--- config.mk ---
export PLATFORM = sky130hd
export DESIGN_NAME = chip_shell
export DESIGN_NICKNAME = d
export VERILOG_FILES = /design/src/chip_pkg.sv /design/src/chip_shell.sv /design/src/pad_map.sv /design/src/por_stretch.sv /design/src/pok_filter.sv /design/src/supply_sim.sv
export SDC_FILE = /design/constraint.sdc
export NUM_CORES = 1
export LEC_CHECK = 0
export BUFFER_PORTS_ARGS = -buffer_cell sky130_fd_sc_hd__buf_2
export CAP_MARGIN = 20
export CORE_AREA = 5 5 115 117
export DETAILED_ROUTE_END_ITERATION = 10
export DIE_AREA = 0 0 120 122
export PLACE_DENSITY = 0.53
export SYNTH_ARGS = -nofsm -noshare
export SYNTH_HDL_FRONTEND = slang
export SYNTH_HIERARCHICAL = 1
export SYNTH_SLANG_ARGS = --single-unit
--- constraint.sdc ---
create_clock -name clk_aon -period 1.38 [get_ports clk_aon]
set_input_delay 0.276 -clock clk_aon [delete_from_list [all_inputs] [get_ports clk_aon]]
set_output_delay 0.276 -clock clk_aon [all_outputs]
set_load 0.01 [all_outputs]
--- src/chip_pkg.sv ---
//////////////////////////////////////////////////
// pad indices and GPIO bit table for the shell
// pads without a GPIO bit use NoGpio in GpioBitOf
//////////////////////////////////////////////////
`default_nettype none

package chip_pkg;

  localparam int NMioPads  = 21;
  localparam int NDioPads  = 6;
  localparam int NDomains  = 2;
  localparam int GpioWidth = 32;

  // timing defaults, in clk_aon cycles
  localparam int DefSupplyStep  = 4;
  localparam int DefPokDebounce = 6;
  localparam int DefResetHold   = 3;

  typedef enum logic [4:0] {
    MioGpio0, MioGpio1, MioGpio2, MioGpio3, MioGpio4, MioGpio5, MioGpio6,
    MioGpio7, MioGpio8, MioGpio9, MioGpio10, MioGpio11, MioGpio12, MioGpio13,
    MioSwStrap0, MioSwStrap1, MioSwStrap2,
    MioTapStrap0, MioTapStrap1,
    MioUartRx, MioUartTx
  } mio_pad_e;

  typedef enum logic [2:0] {
    DioSpiSck, DioSpiCsb, DioSpiSdi, DioSpiSdo, DioUsbDp, DioUsbDn
  } dio_pad_e;

  typedef enum logic [0:0] {
    DomAon  = 1'b0,
    DomMain = 1'b1
  } domain_e;

  typedef struct packed {
    logic pull_en;
    logic pull_select;
  } pad_attr_t;

  typedef struct packed {
    logic [NMioPads-1:0]            mio_out;
    logic [NMioPads-1:0]            mio_oe;
    pad_attr_t [NMioPads-1:0]       mio_attr;
    logic [NDioPads-1:0]            dio_out;
    logic [NDioPads-1:0]            dio_oe;
  } core_pads_t;

  typedef struct packed {
    logic [GpioWidth-1:0] d2p;
    logic [GpioWidth-1:0] en;
    logic [GpioWidth-1:0] pull_en;
    logic [GpioWidth-1:0] pull_select;
  } gpio_pins_t;

  localparam int NoGpio = -1;

  // GPIO pin bit per mio pad, in mio_pad_e order
  localparam int GpioBitOf [NMioPads] = '{
    0, 1, 2, 3, 4, 5, 6, 7, 8, 9, 10, 11, 12, 13,
    22, 23, 24,
    27, 30,
    NoGpio, NoGpio
  };

endpackage : chip_pkg

`default_nettype wire
--- src/chip_shell.sv ---
//////////////////////////////////////////////////
// chip shell around an external core model
// clk_aon comes straight from the platform
//////////////////////////////////////////////////
`default_nettype none

module chip_shell
  import chip_pkg::*;
#(
  parameter int SupplyStep  = DefSupplyStep,
  parameter int PokDebounce = DefPokDebounce,
  parameter int ResetHold   = DefResetHold
) (
  input  wire                  clk_aon,
  input  wire                  arst_n_i,
  input  wire                  vmain_supp_i,
  output logic [NDomains-1:0]  por_n_o,
  input  core_pads_t           core_i,
  output logic [NMioPads-1:0]  mio_in_o,
  output logic [NDioPads-1:0]  dio_in_o,
  input  wire  [GpioWidth-1:0] gpio_p2d_i,
  output gpio_pins_t           gpio_o,
  input  wire                  uart_rx_i,
  output logic                 uart_tx_o,
  output logic                 uart_tx_en_o,
  input  wire                  spi_sck_i,
  input  wire                  spi_csb_i,
  input  wire                  spi_sdi_i,
  output logic                 spi_sdo_o,
  output logic                 spi_sdo_en_o,
  input  wire                  usb_dp_i,
  input  wire                  usb_dn_i,
  output logic                 usb_dp_o,
  output logic                 usb_dp_en_o,
  output logic                 usb_dn_o,
  output logic                 usb_dn_en_o
);

  logic                vcc_supp;
  logic [NDomains-1:0] pok;

  //////////////////////////////////////////////////
  // power and reset
  //////////////////////////////////////////////////

  supply_sim #(
    .SupplyStep (SupplyStep)
  ) u_supply_sim (
    .clk_aon    (clk_aon),
    .arst_n_i   (arst_n_i),
    .vcc_supp_o (vcc_supp)
  );

  pok_filter #(
    .PokDebounce (PokDebounce)
  ) u_pok_filter (
    .clk_aon      (clk_aon),
    .arst_n_i     (arst_n_i),
    .vcc_supp_i   (vcc_supp),
    .vmain_supp_i (vmain_supp_i),
    .pok_o        (pok)
  );

  por_stretch #(
    .ResetHold (ResetHold)
  ) u_por_stretch (
    .clk_aon  (clk_aon),
    .arst_n_i (arst_n_i),
    .pok_i    (pok),
    .por_n_o  (por_n_o)
  );

  //////////////////////////////////////////////////
  // pads
  //////////////////////////////////////////////////

  pad_map u_pad_map (
    .aon_rst_n_i  (por_n_o[DomAon]),
    .core_i       (core_i),
    .mio_in_o     (mio_in_o),
    .dio_in_o     (dio_in_o),
    .gpio_p2d_i   (gpio_p2d_i),
    .gpio_o       (gpio_o),
    .uart_rx_i    (uart_rx_i),
    .uart_tx_o    (uart_tx_o),
    .uart_tx_en_o (uart_tx_en_o),
    .spi_sck_i    (spi_sck_i),
    .spi_csb_i    (spi_csb_i),
    .spi_sdi_i    (spi_sdi_i),
    .spi_sdo_o    (spi_sdo_o),
    .spi_sdo_en_o (spi_sdo_en_o),
    .usb_dp_i     (usb_dp_i),
    .usb_dn_i     (usb_dn_i),
    .usb_dp_o     (usb_dp_o),
    .usb_dp_en_o  (usb_dp_en_o),
    .usb_dn_o     (usb_dn_o),
    .usb_dn_en_o  (usb_dn_en_o)
  );

endmodule : chip_shell

`default_nettype wire

--- src/pad_map.sv ---
//////////////////////////////////////////////////
// core pad vectors to chip pins, purely combinational
// enables held low while the aon domain is in reset
//////////////////////////////////////////////////
`default_nettype none

module pad_map
  import chip_pkg::*;
(
  input  wire                  aon_rst_n_i,
  input  core_pads_t           core_i,
  output logic [NMioPads-1:0]  mio_in_o,
  output logic [NDioPads-1:0]  dio_in_o,
  input  wire  [GpioWidth-1:0] gpio_p2d_i,
  output gpio_pins_t           gpio_o,
  input  wire                  uart_rx_i,
  output logic                 uart_tx_o,
  output logic                 uart_tx_en_o,
  input  wire                  spi_sck_i,
  input  wire                  spi_csb_i,
  input  wire                  spi_sdi_i,
  output logic                 spi_sdo_o,
  output logic                 spi_sdo_en_o,
  input  wire                  usb_dp_i,
  input  wire                  usb_dn_i,
  output logic                 usb_dp_o,
  output logic                 usb_dp_en_o,
  output logic                 usb_dn_o,
  output logic                 usb_dn_en_o
);

  // reverse lookup, pin bit to pad index
  function automatic int pad_of_bit(int b);
    int pad;
    pad = NoGpio;
    for (int p = 0; p < NMioPads; p++) begin
      if (GpioBitOf[p] == b) begin
        pad = p;
      end
    end
    return pad;
  endfunction

  function automatic logic [GpioWidth-1:0] mapped_mask();
    logic [GpioWidth-1:0] mask;
    mask = '0;
    for (int p = 0; p < NMioPads; p++) begin
      if (GpioBitOf[p] != NoGpio) begin
        mask[GpioBitOf[p]] = 1'b1;
      end
    end
    return mask;
  endfunction

  localparam logic [GpioWidth-1:0] MappedMask = mapped_mask();

  logic [GpioWidth-1:0] gpio_d2p;
  logic [GpioWidth-1:0] gpio_en;
  logic [GpioWidth-1:0] gpio_pull_en;
  logic [GpioWidth-1:0] gpio_pull_sel;

  //////////////////////////////////////////////////
  // pad to pin
  //////////////////////////////////////////////////

  for (genvar b = 0; b < GpioWidth; b++) begin : g_gpio_out
    localparam int Pad = pad_of_bit(b);
    if (Pad != NoGpio) begin : g_map
      assign gpio_d2p[b]      = core_i.mio_out[Pad];
      assign gpio_en[b]       = core_i.mio_oe[Pad] & aon_rst_n_i;
      assign gpio_pull_en[b]  = core_i.mio_attr[Pad].pull_en & aon_rst_n_i;
      assign gpio_pull_sel[b] = core_i.mio_attr[Pad].pull_select;
    end else begin : g_tie
      assign gpio_d2p[b]      = 1'b0;
      assign gpio_en[b]       = 1'b0;
      assign gpio_pull_en[b]  = 1'b0;
      assign gpio_pull_sel[b] = 1'b0;
    end
  end

  assign gpio_o = '{d2p: gpio_d2p, en: gpio_en, pull_en: gpio_pull_en,
                    pull_select: gpio_pull_sel};

  assign uart_tx_o    = core_i.mio_out[MioUartTx];
  assign uart_tx_en_o = core_i.mio_oe[MioUartTx] & aon_rst_n_i;
  assign spi_sdo_o    = core_i.dio_out[DioSpiSdo];
  assign spi_sdo_en_o = core_i.dio_oe[DioSpiSdo] & aon_rst_n_i;
  assign usb_dp_o     = core_i.dio_out[DioUsbDp];
  assign usb_dp_en_o  = core_i.dio_oe[DioUsbDp] & aon_rst_n_i;
  assign usb_dn_o     = core_i.dio_out[DioUsbDn];
  assign usb_dn_en_o  = core_i.dio_oe[DioUsbDn] & aon_rst_n_i;

  //////////////////////////////////////////////////
  // pin to pad
  //////////////////////////////////////////////////

  for (genvar p = 0; p < NMioPads; p++) begin : g_mio_in
    if (GpioBitOf[p] != NoGpio) begin : g_gpio
      assign mio_in_o[p] = gpio_p2d_i[GpioBitOf[p]];
    end else if (p == int'(MioUartRx)) begin : g_uart
      assign mio_in_o[p] = uart_rx_i;
    end else begin : g_tie
      assign mio_in_o[p] = 1'b0;
    end
  end

  // sdo is output only, its input stays 0
  always_comb begin
    dio_in_o            = '0;
    dio_in_o[DioSpiSck] = spi_sck_i;
    dio_in_o[DioSpiCsb] = spi_csb_i;
    dio_in_o[DioSpiSdi] = spi_sdi_i;
    dio_in_o[DioUsbDp]  = usb_dp_i;
    dio_in_o[DioUsbDn]  = usb_dn_i;
  end

  // pins outside the table never drive
  always_comb begin
    a_unmapped_en : assert ((gpio_o.en & ~MappedMask) == '0)
      else $error("unmapped GPIO enable set: %h", gpio_o.en);
  end

endmodule : pad_map

`default_nettype wire

--- src/por_stretch.sv ---
//////////////////////////////////////////////////
// power-on reset per domain from pok
// release ResetHold cycles after pok, drop 1 later
//////////////////////////////////////////////////
`default_nettype none

module por_stretch
  import chip_pkg::*;
#(
  parameter int ResetHold = DefResetHold
) (
  input  wire                 clk_aon,
  input  wire                 arst_n_i,
  input  wire  [NDomains-1:0] pok_i,
  output logic [NDomains-1:0] por_n_o
);

  localparam int HoldW = $clog2(ResetHold + 1);
  localparam logic [HoldW-1:0] HoldLoad = HoldW'(ResetHold - 1);

  logic [HoldW-1:0] hold_q [NDomains];

  // hold counter reloads while pok is low, counts down once it is high
  always_ff @(posedge clk_aon or negedge arst_n_i) begin
    if (!arst_n_i) begin
      por_n_o <= '0;
      for (int d = 0; d < NDomains; d++) begin
        hold_q[d] <= HoldLoad;
      end
    end else begin
      for (int d = 0; d < NDomains; d++) begin
        if (!pok_i[d]) begin
          hold_q[d]  <= HoldLoad;
          por_n_o[d] <= 1'b0;
        end else if (hold_q[d] != '0) begin
          hold_q[d] <= hold_q[d] - 1'b1;
        end else begin
          por_n_o[d] <= 1'b1;
        end
      end
    end
  end

  //////////////////////////////////////////////////
  // checks
  //////////////////////////////////////////////////

  // release only after pok has been up for the whole hold time
  for (genvar d = 0; d < NDomains; d++) begin : g_chk
    a_rise_needs_pok : assert property (@(posedge clk_aon) disable iff (!arst_n_i)
      $rose(por_n_o[d]) |-> pok_i[d] && $past(pok_i[d], ResetHold));
  end

endmodule : por_stretch

`default_nettype wire

--- src/pok_filter.sv ---
//////////////////////////////////////////////////
// power-ok per domain, debounced on the way up
// main domain also needs the vcc supply
//////////////////////////////////////////////////
`default_nettype none

module pok_filter
  import chip_pkg::*;
#(
  parameter int PokDebounce = DefPokDebounce
) (
  input  wire                 clk_aon,
  input  wire                 arst_n_i,
  input  wire                 vcc_supp_i,
  input  wire                 vmain_supp_i,
  output logic [NDomains-1:0] pok_o
);

  localparam int CntW = $clog2(PokDebounce + 1);
  localparam logic [CntW-1:0] CntLast = CntW'(PokDebounce - 1);

  logic [NDomains-1:0] supp;
  logic [CntW-1:0]     cnt_q [NDomains];

  always_comb begin
    supp          = '0;
    supp[DomAon]  = vcc_supp_i;
    supp[DomMain] = vcc_supp_i & vmain_supp_i;
  end

  //////////////////////////////////////////////////
  // debounce counters
  //////////////////////////////////////////////////

  // counts consecutive high edges, a low edge drops pok at once
  always_ff @(posedge clk_aon or negedge arst_n_i) begin
    if (!arst_n_i) begin
      pok_o <= '0;
      for (int d = 0; d < NDomains; d++) begin
        cnt_q[d] <= '0;
      end
    end else begin
      for (int d = 0; d < NDomains; d++) begin
        if (!supp[d]) begin
          cnt_q[d] <= '0;
          pok_o[d] <= 1'b0;
        end else if (!pok_o[d]) begin
          if (cnt_q[d] == CntLast) begin
            pok_o[d] <= 1'b1;
          end else begin
            cnt_q[d] <= cnt_q[d] + 1'b1;
          end
        end
      end
    end
  end

  // main is only ever good inside a good aon domain
  a_main_needs_aon : assert property (@(posedge clk_aon) disable iff (!arst_n_i)
    pok_o[DomMain] |-> pok_o[DomAon]);

endmodule : pok_filter

`default_nettype wire

--- src/supply_sim.sv ---
//////////////////////////////////////////////////
// fake supply ramp: low, high, low, then high
// sequence runs once per arst_n_i release
//////////////////////////////////////////////////
`default_nettype none

module supply_sim
  import chip_pkg::*;
#(
  parameter int SupplyStep = DefSupplyStep
) (
  input  wire  clk_aon,
  input  wire  arst_n_i,
  output logic vcc_supp_o
);

  localparam int CntW = $clog2(4 * SupplyStep);
  localparam logic [CntW-1:0] CntMax = CntW'(4 * SupplyStep - 1);

  logic [CntW-1:0] cnt_q;

  // step until saturation, then hold
  always_ff @(posedge clk_aon or negedge arst_n_i) begin
    if (!arst_n_i) begin
      cnt_q <= '0;
    end else if (cnt_q != CntMax) begin
      cnt_q <= cnt_q + 1'b1;
    end
  end

  // one glitch window before the final high phase
  assign vcc_supp_o = (cnt_q < CntW'(SupplyStep))     ? 1'b0 :
                      (cnt_q < CntW'(2 * SupplyStep)) ? 1'b1 :
                      (cnt_q < CntW'(3 * SupplyStep)) ? 1'b0 : 1'b1;

  // once saturated the supply must stay up
  a_no_wrap : assert property (@(posedge clk_aon) disable iff (!arst_n_i)
    (cnt_q == CntMax) |=> (cnt_q == CntMax) && vcc_supp_o);

endmodule : supply_sim

`default_nettype wire

; ---- Word level (Yosys, flattened, before mapping)
; Index checks and enable logic that the tools add are counted.
; Widths: inputs -> output; s select.
[classes]
bitwise_logic = 43
n_lt_le_gt_ge = 3
reduce_logical = 4
add_sub_neg = 5
eq_ne = 11
mux = 23
[ops]
columns = op, count
row1 = $and 1x1->1, 43
row2 = $mux 3, 6
row3 = $mux 1, 13
row4 = $ne 2x2->1 const B, 6
row5 = $lt 4x4->1 const B, 2
row6 = $mux 2, 4
row7 = $add 3x1->3 const B, 2
row8 = $eq 3x3->1 const B, 2
row9 = $add 4x1->4 const B, 1
row10 = $lt 4x3->1 const B, 1
row11 = $ne 2x1->1 const B, 2
row12 = $ne 4x4->1 const B, 1
row13 = $reduce_and 2->1, 2
row14 = $reduce_bool 2->1, 2
row15 = $sub 2x1->2 const B, 2
[word_totals]
reg_bits = 18
elab_cells = 97
input_bits = 137
output_inout_bits = 165

; ---- Depth between registers and ports, before layout
[logic_depth]
depth_word = 7
ltp_mapped = 4
depth_no_buf = 4

; ---- Hierarchy
; The synthesis kept the hierarchy.
[modules_own_cells]
columns = mod, seq_area_each_um2, instances, area_each_um2, cells_per_inst
row1 = pad_map, 0.0, 1, 1247.4, 168
row2 = pok_filter, 200.2, 1, 441.7, 39
row3 = por_stretch, 152.6, 1, 266.5, 23
row4 = supply_sim, 100.1, 1, 186.4, 15

; ---- Worst setup path after synthesis
; No wires, ideal clock.
[synth_path]
kind = register to register
start = reg u_supply_sim.cnt_q[0]
end = reg u_supply_sim.cnt_q[1]
setup_time_ns = 0.125
required_ns = 1.255
t_arrival_ns = 1.012
slack_ns = 0.243
path_buffers = 0
synth_period_minus_slack_ns = 1.137
path_stages_with_launch = 4
cell_sequence = dfrtp_1 -> ha_1 -> nand3_2 -> mux2_4
[synth_via]
elab_chain_len = 1
elab_cells_between_ends = 2
classes_between = 1 x add/sub / 1 x eq/ne
[synth_lines]
columns = element, line_no
row1 = start: declaration, supply_sim.sv:20  ; logic [CntW-1:0] cnt_q;
row2 = start signal: assignment, supply_sim.sv:27  ; cnt_q <= cnt_q + 1'b1;
row3 = $add 4x1->4 or $ne 4x4->1 (tied branches), "supply_sim.sv:27, supply_sim.sv:26"
; Parallel ways exist; a longest one is shown, timed or not.
; A chain may end at the register's enable or synchronous reset.

; ---- Worst setup path after layout
[layout_path]
start = reg u_por_stretch.por_n_o[0]
end = out usb_dn_en_o
[layout_via]
elab_chain_len = 1
[layout_lines]
columns = element, line_no
row1 = start: declaration, por_stretch.sv:15  ; output logic [NDomains-1:0] por_n_o
row2 = start signal: assignment, por_stretch.sv:26  ; por_n_o <= '0;
row3 = start signal: indexed assignment, por_stretch.sv:34  ; por_n_o[d] <= 1'b0;
row4 = start signal: indexed assignment, por_stretch.sv:38  ; por_n_o[d] <= 1'b1;
row5 = $and 1x1->1, pad_map.sv:91  ; assign usb_dn_en_o = core_i.dio_oe[DioUsbDn] & aon_rst_n_i;
row6 = end: declaration, chip_shell.sv:36  ; output logic usb_dn_en_o
; No other way between the ends.

==> results by group <==
Run status
  – Status: finished with violations
  – Violated checks: setup timing

Cells and area
  – Antenna diodes: 0
  – Area added between synthesis and finish: 0.876%
  – Fin nets: 412
  – Layout cell share with drive strength beyond 1: 0.539
  – Fin cells: 417

Clocking
  – Clock Tree Buf Depth: 2
  – CTS Sinks: 18
  – CTS Buf Count: 3
  – Clock root cell: clkbuf_16
  – CTS tree: yes
  – Worst skew pair latency: 0.25 ns
  – Worst-path clk slew: 0.05 ns
  – # H-tree levels: 1

Synthesis
  – Commonest cells post-synth: 121 x buf_4, 42 x and2_2, 16 x dfrtp_1, 7 x ha_1, 7 x inv_1
  – Syn Area/Cell: 8.74 µm²
  – Area contributors post-synth: buf_4 42%, dfrtp_1 19%, and2_2 15%
  – Cell variety after synth: 33
  – Ys async rst share: 1.00
  – Synthesized cell area: 0.00214 mm²
  – Synth Flop Type: dfrtp_1
  – Yosys top cell area share: 0.424
  – Register area share after synthesis: 0.211
  – Most frequent cell after synthesis: buf_4
  – Post-synth EDFFs: 0
  – Yosys reg bits: 18
  – Synth Instances: 245
  – Yosys top cell by area: buf_4
  – Yosys warning count: 6

STA
  – Clock period minus final worst setup slack: 1.41 ns
  – Max Slew Vio Count: 0
  – Setup TNS: -0.638 ns
  – Skew final: 0.00211 ns
  – Final Hold Fails: 0
  – Final WS setup: -0.0301 ns
  – Setup violations, final: 42
  – Max frequency: 709 MHz
  – WHS: 0.333 ns
  – Unrepaired setup endpoints after global routing: true
  – Part of the cycle the worst path needs: 1.02

Pwr
  – P_int: 0.00114 W
  – PwrDens: 712 mW/mm²
  – Pwr Total: 0.00154 W
  – Leakage: 1.09 nW
  – VDD IR-drop max: 0.605 mV
  – Sw Pwr: 0.000398 W
  – Comb power frac: 0.228
  – Power share of the clock group: 0.410
  – Register share of total power: 0.362
  – Switch share: 0.259

Setup path
  – Worst path arrival time: 1.13 ns
  – Crit-path max FO: 33
  – Required @ worst endpoint: 1.10 ns
  – R2r endpoint: u_supply_sim/cnt_q[1]$_DFFE_PN0P_
  – Reg2reg path depth: 3
  – Kind of critical path: reg -> out
  – FF-to-FF setup slack: 0.19 ns
  – CP Capture Type: output port
  – Worst flop-to-flop path startpoint: u_supply_sim/cnt_q[0]$_DFFE_PN0P_
  – Crit path launch type: register

GRT
  – Pin count of the biggest net entering global routing: 34
  – Number of global-route vias before repair: 1314
  – First-pass GRT wire length: 8040 µm
  – GR Overflow Total: 0
  – Global Route Usage Sum: 0.0730
  – Initial antenna violation count: 0

Floorplanning
  – Initial Util: 0.175
  – DIE HEIGHT: 122 µm
  – Die area: 0.0146 mm²
  – Std-Cell Rows: 41
  – IO Pins: 302
  – Core Footprint: 0.0123 mm²
  – Die width: 120 µm

Worst hold path
  – Hold crit path type: in -> reg
  – Worst hold path startpoint: vmain_supp_i
  – Hold depth: 3
  – Hold Path Sink: u_pok_filter/cnt_q[0]$_DFFE_PN0P_

Route
  – DRT Wirelength: 5800 µm
  – WL/cell: 13.9 µm
  – DRC viols: 0
  – Detail Route Antenna Nets: 0
  – Initial detailed-routing violation count: 30
  – DR vias: 1362
  – Drt first pass iters: 3
  – DR vias/cell: 3.27

Placement
  – DP HPWL: 5190 µm
  – Final RePlAce weighted congestion: 0.835
  – Post-place setup slack: 0.163 ns
  – Port bufs: 88
  – Placed Cells: 412

Job
  – Max-cap violations: 0
## worst max-delay path by stage
stage / startpoint / endpoint / depth (start not counted)
after floorplan: u_supply_sim/cnt_q[0]$_DFFE_PN0P_ / u_supply_sim/cnt_q[1]$_DFFE_PN0P_ / 3
after global placement: u_por_stretch/por_n_o[0]$_DFFE_PN0P_ / gpio_o[87] / 3
after detailed placement: u_por_stretch/por_n_o[0]$_DFFE_PN0P_ / gpio_o[35] / 3
after CTS: u_por_stretch/por_n_o[0]$_DFFE_PN0P_ / spi_sdo_en_o / 3
after global routing: u_por_stretch/por_n_o[0]$_DFFE_PN0P_ / spi_sdo_en_o / 3
final: u_por_stretch/por_n_o[0]$_DFFE_PN0P_ / usb_dn_en_o / 3
## timing repair
item,4_1_cts,5_1_grt
pin swaps,0,0
hold buffers,1,0
buffers inserted,0,0
setup endpoints to repair,36,42
gates resized for setup,1,1
hold endpoints to repair,16,0
## cell usage in the layout (no fill, tap or decap), types with 2 or more instances in the layout
cell type	netlist	layout
buf_2	1	88
conb_1	1	54
and2_2	42	42
dfrtp_1	16	16
inv_1	7	7
ha_1	7	7
nor2b_1	6	6
nand2_1	4	4
mux2i_1	4	4
clkbuf_16	0	3
nand2b_1	3	3
buf_4	121	2
a21oi_2	2	2
nor2_1	2	2
nand3_1	2	2
nand3b_1	2	2
o21a_1	2	2
xnor2_1	2	2
and2_1	2	2
dfstp_2	2	2
## cell type report
| type | instances | area (µm²) |
|---|---|---|
| Clock buffer | 4 | 88.8 |
| Fill cell | 1366 | 10100 |
| Inverter | 7 | 26.3 |
| Multi-Input combinational cell | 146 | 925 |
| Sequential cell | 18 | 453 |
| Tap cell | 150 | 188 |
| Timing Repair Buffer | 92 | 480 |
## metrics by stage
step / utilization / cell area (µm²)
CTS: 0.176 / 2160
finish: 0.176 / 2160
detailed placement: 0.168 / 2050
global route: 0.176 / 2160
global placement: 0.168 / 2050
floorplan: - / 2340
## power groups by stage
stage	Clock (W)	Sequential, W	Combinational (W)
after floorplan	0	0.000561	0.000514
after global placement	0	0.000563	0.000344
after detailed placement	0	0.000565	0.000349
after CTS	0.000653	0.000557	0.000352
after global routing	0.000676	0.000559	0.000392
final	0.000631	0.000557	0.000351
## flip-flops by register name, indices dropped and copies added (netlist names)
name / count
u_pok_filter/cnt_q: 6
u_por_stretch/hold_q: 4
u_pok_filter/pok_o: 2
u_supply_sim/cnt_q: 4
u_por_stretch/por_n_o: 2
## worst max-delay path, stage by stage, from the launching register on
cell and delay [ns]:
dfrtp_1 0.39, buf_8 0.17, and2_2 0.18, buf_2 0.14
## routing by layer
layer	vias to the layer above	GRT usage	share of wire
li1	628	-	-
met2	92	0.0987	0.40
met4	0	0.0293	0.031
met1	616	0.0734	0.33
met3	26	0.0766	0.24
met5	-	0	0
## kinds of logic (layout without fill, tap and decap cells)
kind of cell / count (synthesis) / count (layout) / share of synthesized area
fa+ha+maj: 7 / 7 / 0.0409
compound gates: 11 / 11 / 0.0409
mux: 5 / 5 / 0.0257
flops: 18 / 18 / 0.211
other cells: 1 / 54 / 0.00175
simple gates: 66 / 66 / 0.217
buf+inv: 134 / 103 / 0.450
xor+xnor: 3 / 3 / 0.0123
(Power assumes the default switching activity.)
